### src/wfd_defines.svh
// shared sizes for the WFD master event path, included by the packages and every RTL module
`ifndef WFD_DEFINES_SVH
`define WFD_DEFINES_SVH

// channel FPGAs served by this master
`define WFD_N_CHAN 2

// fill number width, as carried in the DAQ header
`define WFD_FILL_W 24

// channel link word width
`define WFD_CHAN_W 32

// AMC13 DAQ link data width
`define WFD_DAQ_W 64

// fill numbers that may wait for readout, keep it a power of two
`define WFD_FIFO_DEPTH 4

`endif

### src/wfd_ctrl_pkg.sv
// control types of the WFD master (FSM states, fill numbers, channel masks), imported by the RTL
`default_nettype none
`include "wfd_defines.svh"

package wfd_ctrl_pkg;

    typedef logic [`WFD_FILL_W-1:0] fill_num_t;          // running fill number, first fill is 1
    typedef logic [`WFD_N_CHAN-1:0] chan_mask_t;         // one bit per channel FPGA
    typedef logic [$clog2(`WFD_N_CHAN)-1:0] chan_idx_t;  // channel index

    // trigger manager
    typedef enum logic {
        TM_IDLE,        // armed, waiting for a front-panel trigger
        TM_WAIT_DONE    // go sent, waiting for every channel to report done
    } tm_state_e;

    // command manager, one pass per fill
    typedef enum logic [2:0] {
        CM_IDLE,
        CM_HEADER,
        CM_REQUEST,
        CM_RECEIVE,
        CM_TRAILER
    } cm_state_e;

endpackage

`default_nettype wire

### src/wfd_stream_pkg.sv
// stream payload types of the WFD master (channel links and DAQ link), imported by the RTL
`default_nettype none
`include "wfd_defines.svh"

package wfd_stream_pkg;

    import wfd_ctrl_pkg::*;

    // readout request to a channel FPGA
    typedef struct packed {
        chan_idx_t dest;        // addressed channel
        fill_num_t fill;        // fill to read out
    } chan_req_t;

    // one beat of a channel burst
    // a beat with last set closes the burst and carries no channel word,
    // so an empty burst is one last beat on its own
    typedef struct packed {
        logic [`WFD_CHAN_W-1:0] data;
        logic                   last;
    } chan_beat_t;

    // kind of item the command manager hands to the DAQ packer
    typedef enum logic [1:0] {
        DAQ_HEADER  = 2'd0,     // payload holds the fill number
        DAQ_DATA    = 2'd1,     // payload holds one channel word
        DAQ_TRAILER = 2'd2      // closes the fill
    } daq_kind_e;

    typedef struct packed {
        daq_kind_e              kind;
        chan_idx_t              chan;       // source channel, data items only
        logic [`WFD_CHAN_W-1:0] payload;
    } daq_item_t;

    // word as presented to the AMC13 DAQ link
    typedef struct packed {
        logic                  header;
        logic                  trailer;
        logic [`WFD_DAQ_W-1:0] data;
    } daq_word_t;

endpackage

`default_nettype wire

### src/chan_switch.sv
// channel switch: steers readout requests to one channel and returns that channel's burst
`timescale 1ns/100ps
`default_nettype none
`include "wfd_defines.svh"

module chan_switch
    import wfd_ctrl_pkg::*;
    import wfd_stream_pkg::*;
(
    input  logic                          clk,
    input  logic                          arst_n,
    // request side, from the command manager
    input  logic                          req_valid,
    input  chan_req_t                     req,
    output logic                          req_ready,
    // request side, toward the channels
    output chan_mask_t                    chan_req_valid,
    output chan_req_t                     chan_req,        // shared, qualified per channel
    input  chan_mask_t                    chan_req_ready,
    // bursts from the channels
    input  chan_mask_t                    chan_beat_valid,
    input  chan_beat_t [`WFD_N_CHAN-1:0]  chan_beat,
    output chan_mask_t                    chan_beat_ready,
    // selected burst, to the command manager
    output logic                          beat_valid,
    output chan_beat_t                    beat,
    input  logic                          beat_ready
);

    chan_idx_t dest_q;      // channel whose burst is open
    logic      open_q;      // a burst is expected from dest_q

    assign chan_req  = req;
    assign req_ready = chan_req_ready[req.dest];

    assign beat_valid = open_q && chan_beat_valid[dest_q];
    assign beat       = chan_beat[dest_q];

    always_comb begin
        for (int i = 0; i < `WFD_N_CHAN; i++) begin
            chan_req_valid[i]  = req_valid && (req.dest == chan_idx_t'(i));
            chan_beat_ready[i] = open_q && beat_ready && (dest_q == chan_idx_t'(i));
        end
    end

    always_ff @(posedge clk or negedge arst_n) begin
        if (!arst_n) begin
            dest_q <= '0;
            open_q <= 1'b0;
        end else begin
            if (req_valid && req_ready) begin
                dest_q <= req.dest;     // held until the closing beat
                open_q <= 1'b1;
            end else if (beat_valid && beat_ready && beat.last) begin
                open_q <= 1'b0;
            end
        end
    end

endmodule

`default_nettype wire

### src/cmd_manager.sv
// command manager: reads out one fill at a time, channel by channel, into DAQ items
`timescale 1ns/100ps
`default_nettype none
`include "wfd_defines.svh"

module cmd_manager
    import wfd_ctrl_pkg::*;
    import wfd_stream_pkg::*;
(
    input  logic       clk,
    input  logic       arst_n,
    // fill number FIFO head
    input  logic       fill_valid,
    input  fill_num_t  fill_num,
    output logic       fill_ready,
    // requests toward the channel switch
    output logic       req_valid,
    output chan_req_t  req,
    input  logic       req_ready,
    // returned burst of the addressed channel
    input  logic       beat_valid,
    input  chan_beat_t beat,
    output logic       beat_ready,
    // items to the DAQ packer
    output logic       item_valid,
    output daq_item_t  item,
    input  logic       item_ready
);

    localparam chan_idx_t LAST_CHAN = chan_idx_t'(`WFD_N_CHAN - 1);

    cm_state_e state;
    chan_idx_t cur_chan;        // channel being read out

    // fill number stays at the FIFO head for the whole readout and is popped with the trailer
    always_comb begin
        fill_ready   = 1'b0;
        req_valid    = 1'b0;
        req.dest     = cur_chan;
        req.fill     = fill_num;
        beat_ready   = 1'b0;
        item_valid   = 1'b0;
        item.kind    = DAQ_DATA;
        item.chan    = cur_chan;
        item.payload = beat.data;
        case (state)
            CM_HEADER: begin
                item_valid   = 1'b1;
                item.kind    = DAQ_HEADER;
                item.payload = `WFD_CHAN_W'(fill_num);
            end
            CM_REQUEST: req_valid = 1'b1;
            CM_RECEIVE: begin
                // closing beat carries no word, swallow it here
                item_valid = beat_valid && !beat.last;
                beat_ready = beat.last ? 1'b1 : item_ready;
            end
            CM_TRAILER: begin
                item_valid   = 1'b1;
                item.kind    = DAQ_TRAILER;
                item.payload = `WFD_CHAN_W'(fill_num);
                fill_ready   = item_ready;      // fill is done once the trailer is taken
            end
            default: ;                          // idle drives nothing
        endcase
    end

    always_ff @(posedge clk or negedge arst_n) begin
        if (!arst_n) begin
            state    <= CM_IDLE;
            cur_chan <= '0;
        end else begin
            case (state)
                CM_IDLE: begin
                    if (fill_valid) begin
                        cur_chan <= '0;
                        state    <= CM_HEADER;
                    end
                end
                CM_HEADER:  if (item_ready) state <= CM_REQUEST;
                CM_REQUEST: if (req_ready)  state <= CM_RECEIVE;
                CM_RECEIVE: begin
                    if (beat_valid && beat_ready && beat.last) begin
                        if (cur_chan == LAST_CHAN) begin
                            state <= CM_TRAILER;
                        end else begin
                            cur_chan <= cur_chan + 1'b1;    // next channel in order
                            state    <= CM_REQUEST;
                        end
                    end
                end
                CM_TRAILER: if (item_ready) state <= CM_IDLE;
                default:    state <= CM_IDLE;
            endcase
        end
    end

endmodule

`default_nettype wire

### src/daq_packer.sv
// DAQ packer: formats header, data and trailer words for the AMC13 link with one output stage
`timescale 1ns/100ps
`default_nettype none
`include "wfd_defines.svh"

module daq_packer
    import wfd_ctrl_pkg::*;
    import wfd_stream_pkg::*;
(
    input  logic      clk,
    input  logic      arst_n,
    input  logic      item_valid,
    input  daq_item_t item,
    output logic      item_ready,
    output logic      daq_valid,
    output daq_word_t daq_word,
    input  logic      daq_ready
);

    localparam int HDR_PAD = `WFD_DAQ_W - `WFD_FILL_W;         // header zero fill
    localparam int TRL_PAD = `WFD_DAQ_W - `WFD_FILL_W - 32;    // trailer gap above the fill

    fill_num_t   hdr_fill;          // fill number from the last header
    logic [31:0] word_cnt;          // data words since that header
    logic        take;

    // output stage is free when empty or being drained this cycle
    assign item_ready = !daq_valid || daq_ready;
    assign take       = item_valid && item_ready;

    always_ff @(posedge clk or negedge arst_n) begin
        if (!arst_n) begin
            daq_valid <= 1'b0;
            word_cnt  <= '0;
        end else begin
            if (take) begin
                daq_valid <= 1'b1;
            end else if (daq_ready) begin
                daq_valid <= 1'b0;
            end
            if (take && item.kind == DAQ_HEADER) begin
                word_cnt <= '0;                 // new fill
            end else if (take && item.kind == DAQ_DATA) begin
                word_cnt <= word_cnt + 1'b1;
            end
        end
    end

    // word is only loaded on a take, so it holds while the link stalls
    always_ff @(posedge clk) begin
        if (take) begin
            daq_word.header  <= (item.kind == DAQ_HEADER);
            daq_word.trailer <= (item.kind == DAQ_TRAILER);
            case (item.kind)
                DAQ_HEADER: begin
                    daq_word.data <= {{HDR_PAD{1'b0}}, item.payload[`WFD_FILL_W-1:0]};
                    hdr_fill      <= item.payload[`WFD_FILL_W-1:0];
                end
                DAQ_DATA: begin
                    // channel index up top, raw channel word below
                    daq_word.data <= {(`WFD_DAQ_W-`WFD_CHAN_W)'(item.chan), item.payload};
                end
                DAQ_TRAILER: begin
                    daq_word.data <= {{TRL_PAD{1'b0}}, hdr_fill, word_cnt};
                end
                default: daq_word.data <= '0;
            endcase
        end
    end

endmodule

`default_nettype wire

### src/fill_num_fifo.sv
// show-ahead FIFO that queues fill numbers from the trigger manager for the command manager
`timescale 1ns/100ps
`default_nettype none
`include "wfd_defines.svh"

module fill_num_fifo
    import wfd_ctrl_pkg::*;
(
    input  logic      clk,
    input  logic      arst_n,
    input  logic      in_valid,
    input  fill_num_t in_num,
    input  logic      out_ready,
    output logic      in_ready,
    output logic      out_valid,
    output fill_num_t out_num
);

    localparam int DEPTH = `WFD_FIFO_DEPTH;
    localparam int PTR_W = $clog2(DEPTH);   // pointers wrap on their own, depth is 2**n

    fill_num_t        mem [DEPTH];
    logic [PTR_W-1:0] wr_ptr, rd_ptr;
    logic [PTR_W:0]   count;                // 0 .. DEPTH entries
    logic             push, pop;

    assign in_ready  = (count != (PTR_W+1)'(DEPTH));
    assign out_valid = (count != '0);
    assign out_num   = mem[rd_ptr];         // head is visible without a read strobe
    assign push      = in_valid && in_ready;
    assign pop       = out_valid && out_ready;

    always_ff @(posedge clk) begin
        if (push) begin
            mem[wr_ptr] <= in_num;
        end
    end

    always_ff @(posedge clk or negedge arst_n) begin
        if (!arst_n) begin
            wr_ptr <= '0;
            rd_ptr <= '0;
            count  <= '0;
        end else begin
            if (push) wr_ptr <= wr_ptr + 1'b1;
            if (pop)  rd_ptr <= rd_ptr + 1'b1;
            case ({push, pop})
                2'b10:   count <= count + 1'b1;
                2'b01:   count <= count - 1'b1;
                default: count <= count;        // both or neither
            endcase
        end
    end

endmodule

`default_nettype wire

### src/trigger_manager.sv
// trigger manager: turns front-panel triggers into channel go pulses and numbered fills
`timescale 1ns/100ps
`default_nettype none
`include "wfd_defines.svh"

module trigger_manager
    import wfd_ctrl_pkg::*;
(
    input  logic       clk,
    input  logic       arst_n,
    input  logic       ext_trig,      // one-cycle front-panel strobe
    input  chan_mask_t acq_dones,     // done levels from the channel FPGAs
    input  logic       fill_ready,    // fill number FIFO has room
    output chan_mask_t acq_trigs,     // go pulses, one cycle wide
    output logic       fill_valid,
    output fill_num_t  fill_num
);

    tm_state_e state;
    fill_num_t fill_cnt;              // number of the last accepted fill
    logic      trig_take;

    // a trigger only counts when armed and the FIFO can take its number,
    // anything else is dropped without using a number
    assign trig_take  = (state == TM_IDLE) && ext_trig && fill_ready;
    assign fill_valid = trig_take;    // pushed on the same edge the trigger is sampled
    assign fill_num   = fill_cnt + 1'b1;

    always_ff @(posedge clk or negedge arst_n) begin
        if (!arst_n) begin
            state     <= TM_IDLE;
            fill_cnt  <= '0;
            acq_trigs <= '0;
        end else begin
            acq_trigs <= '0;                  // go is a single-cycle pulse
            case (state)
                TM_IDLE: begin
                    if (trig_take) begin
                        acq_trigs <= '1;      // every channel starts together
                        fill_cnt  <= fill_num;
                        state     <= TM_WAIT_DONE;
                    end
                end
                TM_WAIT_DONE: begin
                    // first cycle here is the go cycle itself, dones may still be stale
                    if ((acq_trigs == '0) && (&acq_dones)) begin
                        state <= TM_IDLE;
                    end
                end
                default: state <= TM_IDLE;
            endcase
        end
    end

endmodule

`default_nettype wire

### src/wfd_core.sv
// top level of the WFD master event path, wiring trigger, FIFO, command, switch and DAQ blocks
`timescale 1ns/100ps
`default_nettype none
`include "wfd_defines.svh"

module wfd_core
    import wfd_ctrl_pkg::*;
    import wfd_stream_pkg::*;
(
    input  logic                         clk,
    input  logic                         arst_n,
    input  logic                         ext_trig,         // front-panel trigger strobe
    output chan_mask_t                   acq_trigs,        // go to channel FPGAs
    input  chan_mask_t                   acq_dones,        // done from channel FPGAs
    output chan_mask_t                   chan_req_valid,   // readout requests
    output chan_req_t                    chan_req,
    input  chan_mask_t                   chan_req_ready,
    input  chan_mask_t                   chan_beat_valid,  // channel bursts
    input  chan_beat_t [`WFD_N_CHAN-1:0] chan_beat,
    output chan_mask_t                   chan_beat_ready,
    output logic                         daq_valid,        // AMC13 DAQ link
    output daq_word_t                    daq_word,
    input  logic                         daq_ready
);

    // trigger manager to FIFO
    logic       tm_fill_valid, tm_fill_ready;
    fill_num_t  tm_fill_num;
    // FIFO to command manager
    logic       fifo_valid, fifo_ready;
    fill_num_t  fifo_num;
    // command manager and switch
    logic       cm_req_valid, cm_req_ready;
    chan_req_t  cm_req;
    logic       sw_beat_valid, sw_beat_ready;
    chan_beat_t sw_beat;
    // command manager to packer
    logic       item_valid, item_ready;
    daq_item_t  item;

    trigger_manager tm (
        .clk(clk), .arst_n(arst_n),
        .ext_trig(ext_trig), .acq_dones(acq_dones), .acq_trigs(acq_trigs),
        .fill_valid(tm_fill_valid), .fill_ready(tm_fill_ready), .fill_num(tm_fill_num)
    );

    fill_num_fifo fifo (
        .clk(clk), .arst_n(arst_n),
        .in_valid(tm_fill_valid), .in_ready(tm_fill_ready), .in_num(tm_fill_num),
        .out_valid(fifo_valid), .out_ready(fifo_ready), .out_num(fifo_num)
    );

    cmd_manager cm (
        .clk(clk), .arst_n(arst_n),
        .fill_valid(fifo_valid), .fill_num(fifo_num), .fill_ready(fifo_ready),
        .req_valid(cm_req_valid), .req(cm_req), .req_ready(cm_req_ready),
        .beat_valid(sw_beat_valid), .beat(sw_beat), .beat_ready(sw_beat_ready),
        .item_valid(item_valid), .item(item), .item_ready(item_ready)
    );

    chan_switch sw (
        .clk(clk), .arst_n(arst_n),
        .req_valid(cm_req_valid), .req(cm_req), .req_ready(cm_req_ready),
        .chan_req_valid(chan_req_valid), .chan_req(chan_req),
        .chan_req_ready(chan_req_ready),
        .chan_beat_valid(chan_beat_valid), .chan_beat(chan_beat),
        .chan_beat_ready(chan_beat_ready),
        .beat_valid(sw_beat_valid), .beat(sw_beat), .beat_ready(sw_beat_ready)
    );

    daq_packer daq (
        .clk(clk), .arst_n(arst_n),
        .item_valid(item_valid), .item(item), .item_ready(item_ready),
        .daq_valid(daq_valid), .daq_word(daq_word), .daq_ready(daq_ready)
    );

endmodule

`default_nettype wire

### config.mk
export PLATFORM = sky130hd
export DESIGN_NAME = wfd_core
export DESIGN_NICKNAME = d
export VERILOG_FILES = /design/src/wfd_ctrl_pkg.sv /design/src/wfd_stream_pkg.sv /design/src/chan_switch.sv /design/src/cmd_manager.sv /design/src/daq_packer.sv /design/src/fill_num_fifo.sv /design/src/trigger_manager.sv /design/src/wfd_core.sv
export VERILOG_INCLUDE_DIRS = /design/src
export SDC_FILE = /design/constraint.sdc
export NUM_CORES = 1
export LEC_CHECK = 0
export ABC_AREA = 1
export BUFFER_PORTS_ARGS = -buffer_cell sky130_fd_sc_hd__buf_2
export CORE_MARGIN = 1.5
export CORE_UTILIZATION = 50
export CTS_CLUSTER_SIZE = 40
export DETAILED_ROUTE_END_ITERATION = 8
export PLACE_DENSITY = 0.7
export SYNTH_ARGS = -nofsm -noshare
export SYNTH_HDL_FRONTEND = slang
export SYNTH_HIERARCHICAL = 1
export SYNTH_SLANG_ARGS = --single-unit
### constraint.sdc
create_clock -name clk -period 2.6 [get_ports clk]
set_clock_uncertainty 0.05 [all_clocks]
set_input_delay 0.52 -clock clk [delete_from_list [all_inputs] [get_ports clk]]
set_output_delay 0.52 -clock clk [all_outputs]
set_load 0.01 [all_outputs]
Yosys cells after proc, flatten, opt, wreduce, memory -nomap -nowiden
Memories as Yosys holds them, arrays and structs flattened.
Index checks and enable logic that the tools add are counted.
{"block": "op_classes", "muxes": 39, "addsub": 7, "bitwise_logic": 3, "n_reduce_logical": 36, "n_lt_le_gt_ge": 2, "eq_ne": 14}
{"op": "case mux 56 bit (3 select lines)", "n": 1}
{"op": "two-way mux 32 bit", "n": 3}
{"op": "two-way mux 33 bit", "n": 2}
{"op": "adder 32 x 1 -> 32 bit (second input constant)", "n": 1}
{"op": "adder 24 x 1 -> 24 bit (second input constant)", "n": 1}
{"op": "two-way mux 1 bit", "n": 19}
{"op": "logical AND 1 bit", "n": 18}
{"op": "two-way mux 3 bit", "n": 6}
{"op": "case mux 3 bit (5 select lines)", "n": 1}
{"op": "nonzero test 2 bit", "n": 5}
{"op": "!= test 2 x 1 -> 1 bit (second input constant)", "n": 4}
{"op": "equality test 3 x 2 -> 1 bit (second input constant)", "n": 2}
{"op": "case mux 1 bit (2 select lines)", "n": 3}
{"op": "case mux 3 bit (2 select lines)", "n": 1}
{"op": "AND reduction 2 bit", "n": 3}
{"op": "AND reduction 5 bit", "n": 1}
{"op": "adder 2 x 1 -> 2 bit (second input constant)", "n": 2}
{"op": "equality test 2 x 1 -> 1 bit (second input constant)", "n": 2}
{"op": "equality test 2 bit (second input constant)", "n": 2}
{"op": "logical NOT 2 bit", "n": 2}
{"op": "< comparator 1 x 2 -> 1 bit (second input constant)", "n": 2}
{"op": "two-way mux 2 bit", "n": 2}
{"op": "case mux 2 bit (2 select lines)", "n": 1}
{"op": "adder 3 x 1 -> 3 bit (second input constant)", "n": 1}
{"op": "13 further kinds", "n": 16}
{"block": "word_totals", "in_bits": 76, "memories": 1, "ramBits": 96, "regBits": 163, "output_inout_bits": 98, "wordCells": 118}
{"memory": "fifo.mem", "words": 4, "width": 24, "read_ports": 1, "rd_clocked_by_memory_dff": 0, "wr": 1, "line_no": "fill_num_fifo.sv:22", "rtl": "fill_num_t mem [DEPTH];"}

Longest topological paths before layout
{"block": "logic_depth", "word_depth": 9, "depth_mapped": 14, "ltp_nobuf": 14}

Modules after synthesis
The synthesis kept the hierarchy.
{"module": "daq_packer", "area_each_um2": 5053.6, "n_inst": 1, "seq_area_each_um2": 3288.2, "cells_each": 511}
{"module": "fill_num_fifo", "area_each_um2": 4410.5, "n_inst": 1, "seq_area_each_um2": 3057.9, "cells_each": 339}
{"module": "trigger_manager", "area_each_um2": 1664.1, "n_inst": 1, "seq_area_each_um2": 650.6, "cells_each": 236}
{"module": "cmd_manager", "area_each_um2": 902.1, "n_inst": 1, "seq_area_each_um2": 100.1, "cells_each": 172}
{"module": "chan_switch", "area_each_um2": 763.2, "n_inst": 1, "seq_area_each_um2": 50.0, "cells_each": 160}

Least setup slack after synthesis
No wires, ideal clock.
{"block": "synth_path", "path_kind": "register to register", "start": "reg cm.state[2]", "end": "reg daq/daq_word[0] (netlist name)", "setup_ps": 414, "setup_slack_ps": -145, "synth_period_minus_slack_ps": 2745, "stages_incl_launch_ff": 8, "arrival_time_ps": 2281, "n_path_buf": 1, "t_required_ps": 2136, "cell_sequence": "dfrtp_1 -> inv_2 -> nand2_2 -> nand3_4 -> buf_2 -> nand2_1 -> nand2_1 -> inv_1"}
{"block": "synth_between", "elab_chain_len": 4, "elab_cells_between_ends": 6, "cone_classes": "eq/ne (3); mux (1); reduce/logical (2)"}
{"item": "from (decl)", "line_no": "cmd_manager.sv:32", "rtl": "cm_state_e state;"}
{"item": "from (signal assigned)", "line_no": "cmd_manager.sv:70", "rtl": "state <= CM_IDLE;"}
{"item": "from (signal assigned)", "line_no": "cmd_manager.sv:77", "rtl": "state <= CM_HEADER;"}
{"item": "from (signal assigned)", "line_no": "cmd_manager.sv:80", "rtl": "CM_HEADER: if (item_ready) state <= CM_REQUEST;"}
{"item": "equality test 3 x 1 -> 1 bit / equality test 3 bit (equally long branches)", "line_no": "cmd_manager.sv:46", "rtl": "case (state)"}
{"item": "OR reduction 2 bit (no line)"}
{"item": "case mux 1 bit (2 select lines) *", "line_no": "cmd_manager.sv:46"}
{"item": "net item_valid", "line_no": "wfd_core.sv:38", "rtl": "logic item_valid, item_ready;"}
{"item": "logical AND 1 bit *", "line_no": "daq_packer.sv:29", "rtl": "assign take = item_valid && item_ready;"}
{"item": "net daq.take", "line_no": "daq_packer.sv:25", "rtl": "logic take;"}
Mark *: on every way through the listed nets, which the timed path passes. The rest lies on a longest branch.
A chain may end at the register's enable or synchronous reset.

==> run_results.csv <==
group,metric,value,unit
outcome,status,"finished, final reports clean",
die,die_h,163,µm
routing,wl_met1,11900,µm
power_and_ir_drop,vdd_drop_max,0.676,mV
global_routing,grt_max_degree,61,
routing,routed.top_layer,"met4",
timing,setup_violations,0,
worst_setup_path,critPathMostFrequentCell,"inv_1",
timing,fmax,413,MHz
die,ios,174,
routing,num_vias,9529,
timing,rsz0062_at_grt,"no",
routing,drtIter0Drc,663,
power_and_ir_drop,power.leakage,6.78,nW
synth,synth.distinct_cells,36,
die,die_w,163,µm
power_and_ir_drop,power_density,1040,nW/µm²
min_path,hold_path.startpoint,"ext_trig",
clock_tree,cts-buffers-inserted,27,
layout,finalInstanceArea,14500,µm²
die,dieArea,26600,µm²
routing,avgRoutedWirePerCell,15.1,µm
global_routing,grt_pass1_wl,45800,µm
flow_run,max_cap_viol_count,0,
routing,wl,28500,µm
synth,ys_seq_area_frac,0.559,
layout,nets,1623,
clock_tree,path_clk_slew,70,ps
timing,timing.slew.headroom,0.623,
synth,synthCells,1418,
timing,tightest_slew,566,ps
die,coreArea,25200,µm²
worst_setup_path,crit_fanout,7,
routing,wl_met2,14400,µm
global_routing,antenna_found_initial,0,
worst_setup_path,worstPathArrival,1850,ps
synth,async_flop_share,0.288,
routing,postRouteAntennaNets,0,
clock_tree,cts_tree,"yes",
clock_tree,clock-root-buffer,"clkbuf_16",
synth,ys_ff_latch,250,
min_path,min_path_type,"in2reg",
timing,period_share,0.931,
layout,diodes,0,
place,port_buffers,165,
worst_setup_path,cp-start-kind,"register",
timing,report.final.slew_viol_count,0,
place,dp_hpwl,20600,µm
worst_setup_path,r2r-start,"cm/state[0]$_DFFE_PN0P_",
worst_setup_path,critPathMaxStageDelay,420,ps
global_routing,grt_usage,0.218,
clock_tree,clock_path_buffers,3,
synth,post_synth.cell_area_avg,9.02,µm²
worst_setup_path,crit_path_end_kind,"output pin",
global_routing,grt_pass1_vias,9220,
worst_setup_path,crit_required,2030,ps
layout,syn2layout_area_growth,13.3,%
worst_setup_path,startpoint,"sw/dest_q$_DFFE_PN0P_",
synth,synth_edf_count,178,
clock_tree,clkLatencyLatePin,530,ps
synth,yosysWarnings,6,
die,std_cell_rows,58,
timing,hold_violations,0,
routing,met3_length,1410,µm
place,placed_cell_area,13600,µm²
worst_setup_path,cp_slowest_cell,"dfrtp_2",
timing,period_minus_slack,2420,ps
die,start_util,0.508,
global_routing,grt.overflow.total,0,
worst_setup_path,worstPathCellList,"inv_1, nand2_1, and2_1, inv_1, a21oi_2, inv_1, nor3_1, buf_2",
routing,viasPerCell,5.04,
worst_setup_path,crit_type,"reg2out",
layout,drive_above_1_share,0.197,
routing,drc,0,
clock_tree,clock_sinks,250,
clock_tree,cts_htree_levels,1,
synth,dominantRegCellSynth,"edfxtp_1",
place,place_congestion,0.934,
timing,holdWs,199,ps
synth,synth_area,12800,µm²
routing,dr.pass1.iters,5,
## per-layer routing
layer | track usage | up-vias
met3 | 0.0306 | 50
met4 | 0.0709 | 0
met2 | 0.390 | 255
met1 | 0.273 | 4518
met5 | 0 | -
li1 | - | 4706
## state kept, by name, summed over array words and instances (netlist names)
signal and flops:
cm/cur_chan 1, cm/state 3, daq/daq_valid 1, daq/daq_word 58, daq/hdr_fill 24, daq/word_cnt 32
fifo/count 3, fifo/mem 96, fifo/rd_ptr 2, fifo/wr_ptr 2, sw/dest_q 1, sw/open_q 1
tm/acq_trigs 1, tm/fill_cnt 24, tm/state 1
## synthesized netlist by cell type (11+ instances only)
library cell  number  area (µm²)
buf_4             62         465
o211ai_1          19         143
dfrtp_1           72        1800
buf_2             20         100
o211ai_2          29         363
inv_1            174         653
nand2_1          482        1810
nor2_1           139         522
a22o_1            11        96.3
nand3_1           59         295
o21ai_0           41         205
edfxtp_1         178        5350
a21oi_1           15        75.1
## power breakdown
group	leakage (nW)	total [mW]	internal, mW	switching, mW
Clock	0.438	3.87	2.31	1.56
Combinational	3.75	5.28	1.67	3.61
Sequential	2.59	5.99	5.54	0.450
Total	6.78	15.1	9.52	5.62
## layout by cell type (no fill, tap or decap), drive strengths merged
cell / netlist / layout
a211oi: 2 / 2
a21oi: 16 / 16
a22o: 11 / 11
and2: 7 / 7
buf: 92 / 185
bufinv: 0 / 4
clkbuf: 9 / 28
clkinv: 2 / 14
clkinvlp: 0 / 3
conb: 1 / 8
dfrtp: 72 / 72
dlygate4sd3: 0 / 1
edfxtp: 178 / 178
fa: 1 / 1
ha: 7 / 7
inv: 186 / 188
nand2: 492 / 492
nand3: 61 / 61
nand3b: 4 / 4
nand4: 9 / 9
nor2: 155 / 155
nor3: 6 / 6
o211ai: 48 / 48
o21ai: 43 / 43
o21bai: 2 / 2
xnor2: 3 / 3
xor2: 11 / 11
## metrics by stage
| step | instances | total power, mW | setup slack, ps | utilization | setup TNS, ps |
|---|---|---|---|---|---|
| 3_5_place_dp | 1839 | 11.4 | 205 | 0.539 | 0 |
| 5_1_grt | 1889 | 16.0 | 4.03 | 0.575 | 0 |
| 6_report | 1889 | 15.1 | 180 | 0.575 | 0 |
| 2_1_floorplan | 1425 | 10.2 | -71.9 | - | -6900 |
| 4_1_cts | 1889 | 15.3 | 122 | 0.575 | 0 |
| 3_3_place_gp | 1839 | 11.2 | 244 | 0.539 | 0 |
## final timing paths
path / end / slack, ps / depth (start not counted)
hold / removal: tm/acq_trigs[0]$_DFF_PN0_ / 200 / 3
hold reg to reg: tm/acq_trigs[0]$_DFF_PN0_ / 430 / 1
max in group asynchronous: sw/dest_q$_DFFE_PN0P_ / 1390 / 3
setup reg to reg: fifo/count[2]$_DFFE_PN0P_ / 330 / 12
setup / recovery: chan_beat_ready[1] / 180 / 8
min in group asynchronous: daq/word_cnt[4]$_DFFE_PN0P_ / 490 / 2
## what timing repair did
item                                   in CTS  in global routing
setup buffers                               0                  0
setup endpoints to repair                   0                  2
endpoints found under the hold margin      35                  0
hold buffers                                1                  0
resized for setup                           0                  2
## cell type report
type	count	area [µm²]
flip-flops and latches	250	7150
inverters	188	717
well taps	330	413
fillers	2216	10700
multi-input cells	886	4260
clock inverters	21	221
repair buffers	186	1050
clock buffers	28	679
## cells by family (layout without fill, tap and decap cells)
kind of cell             Yosys count  in the layout  share of synthesized area
other                              1              8                   0.000293
XOR/XNOR                          14             14                     0.0113
buffers and inverters            289            423                      0.111
adder cells (fa/ha/maj)            8              8                    0.00841
AND/OR/NAND/NOR                  734            734                      0.237
flip-flops                       250            250                      0.559
AO/OA/AOI/OAI                    122            122                     0.0728
## worst max-delay path: cells and delay by family, from the launching register on
| kind | cells | cell delay (ps) |
|---|---|---|
| flip-flops | 1 | 420 |
| AO/OA/AOI/OAI | 1 | 190 |
| buffers and inverters | 4 | 370 |
| AND/OR/NAND/NOR | 3 | 360 |
Power figures use the tool's default switching activity.
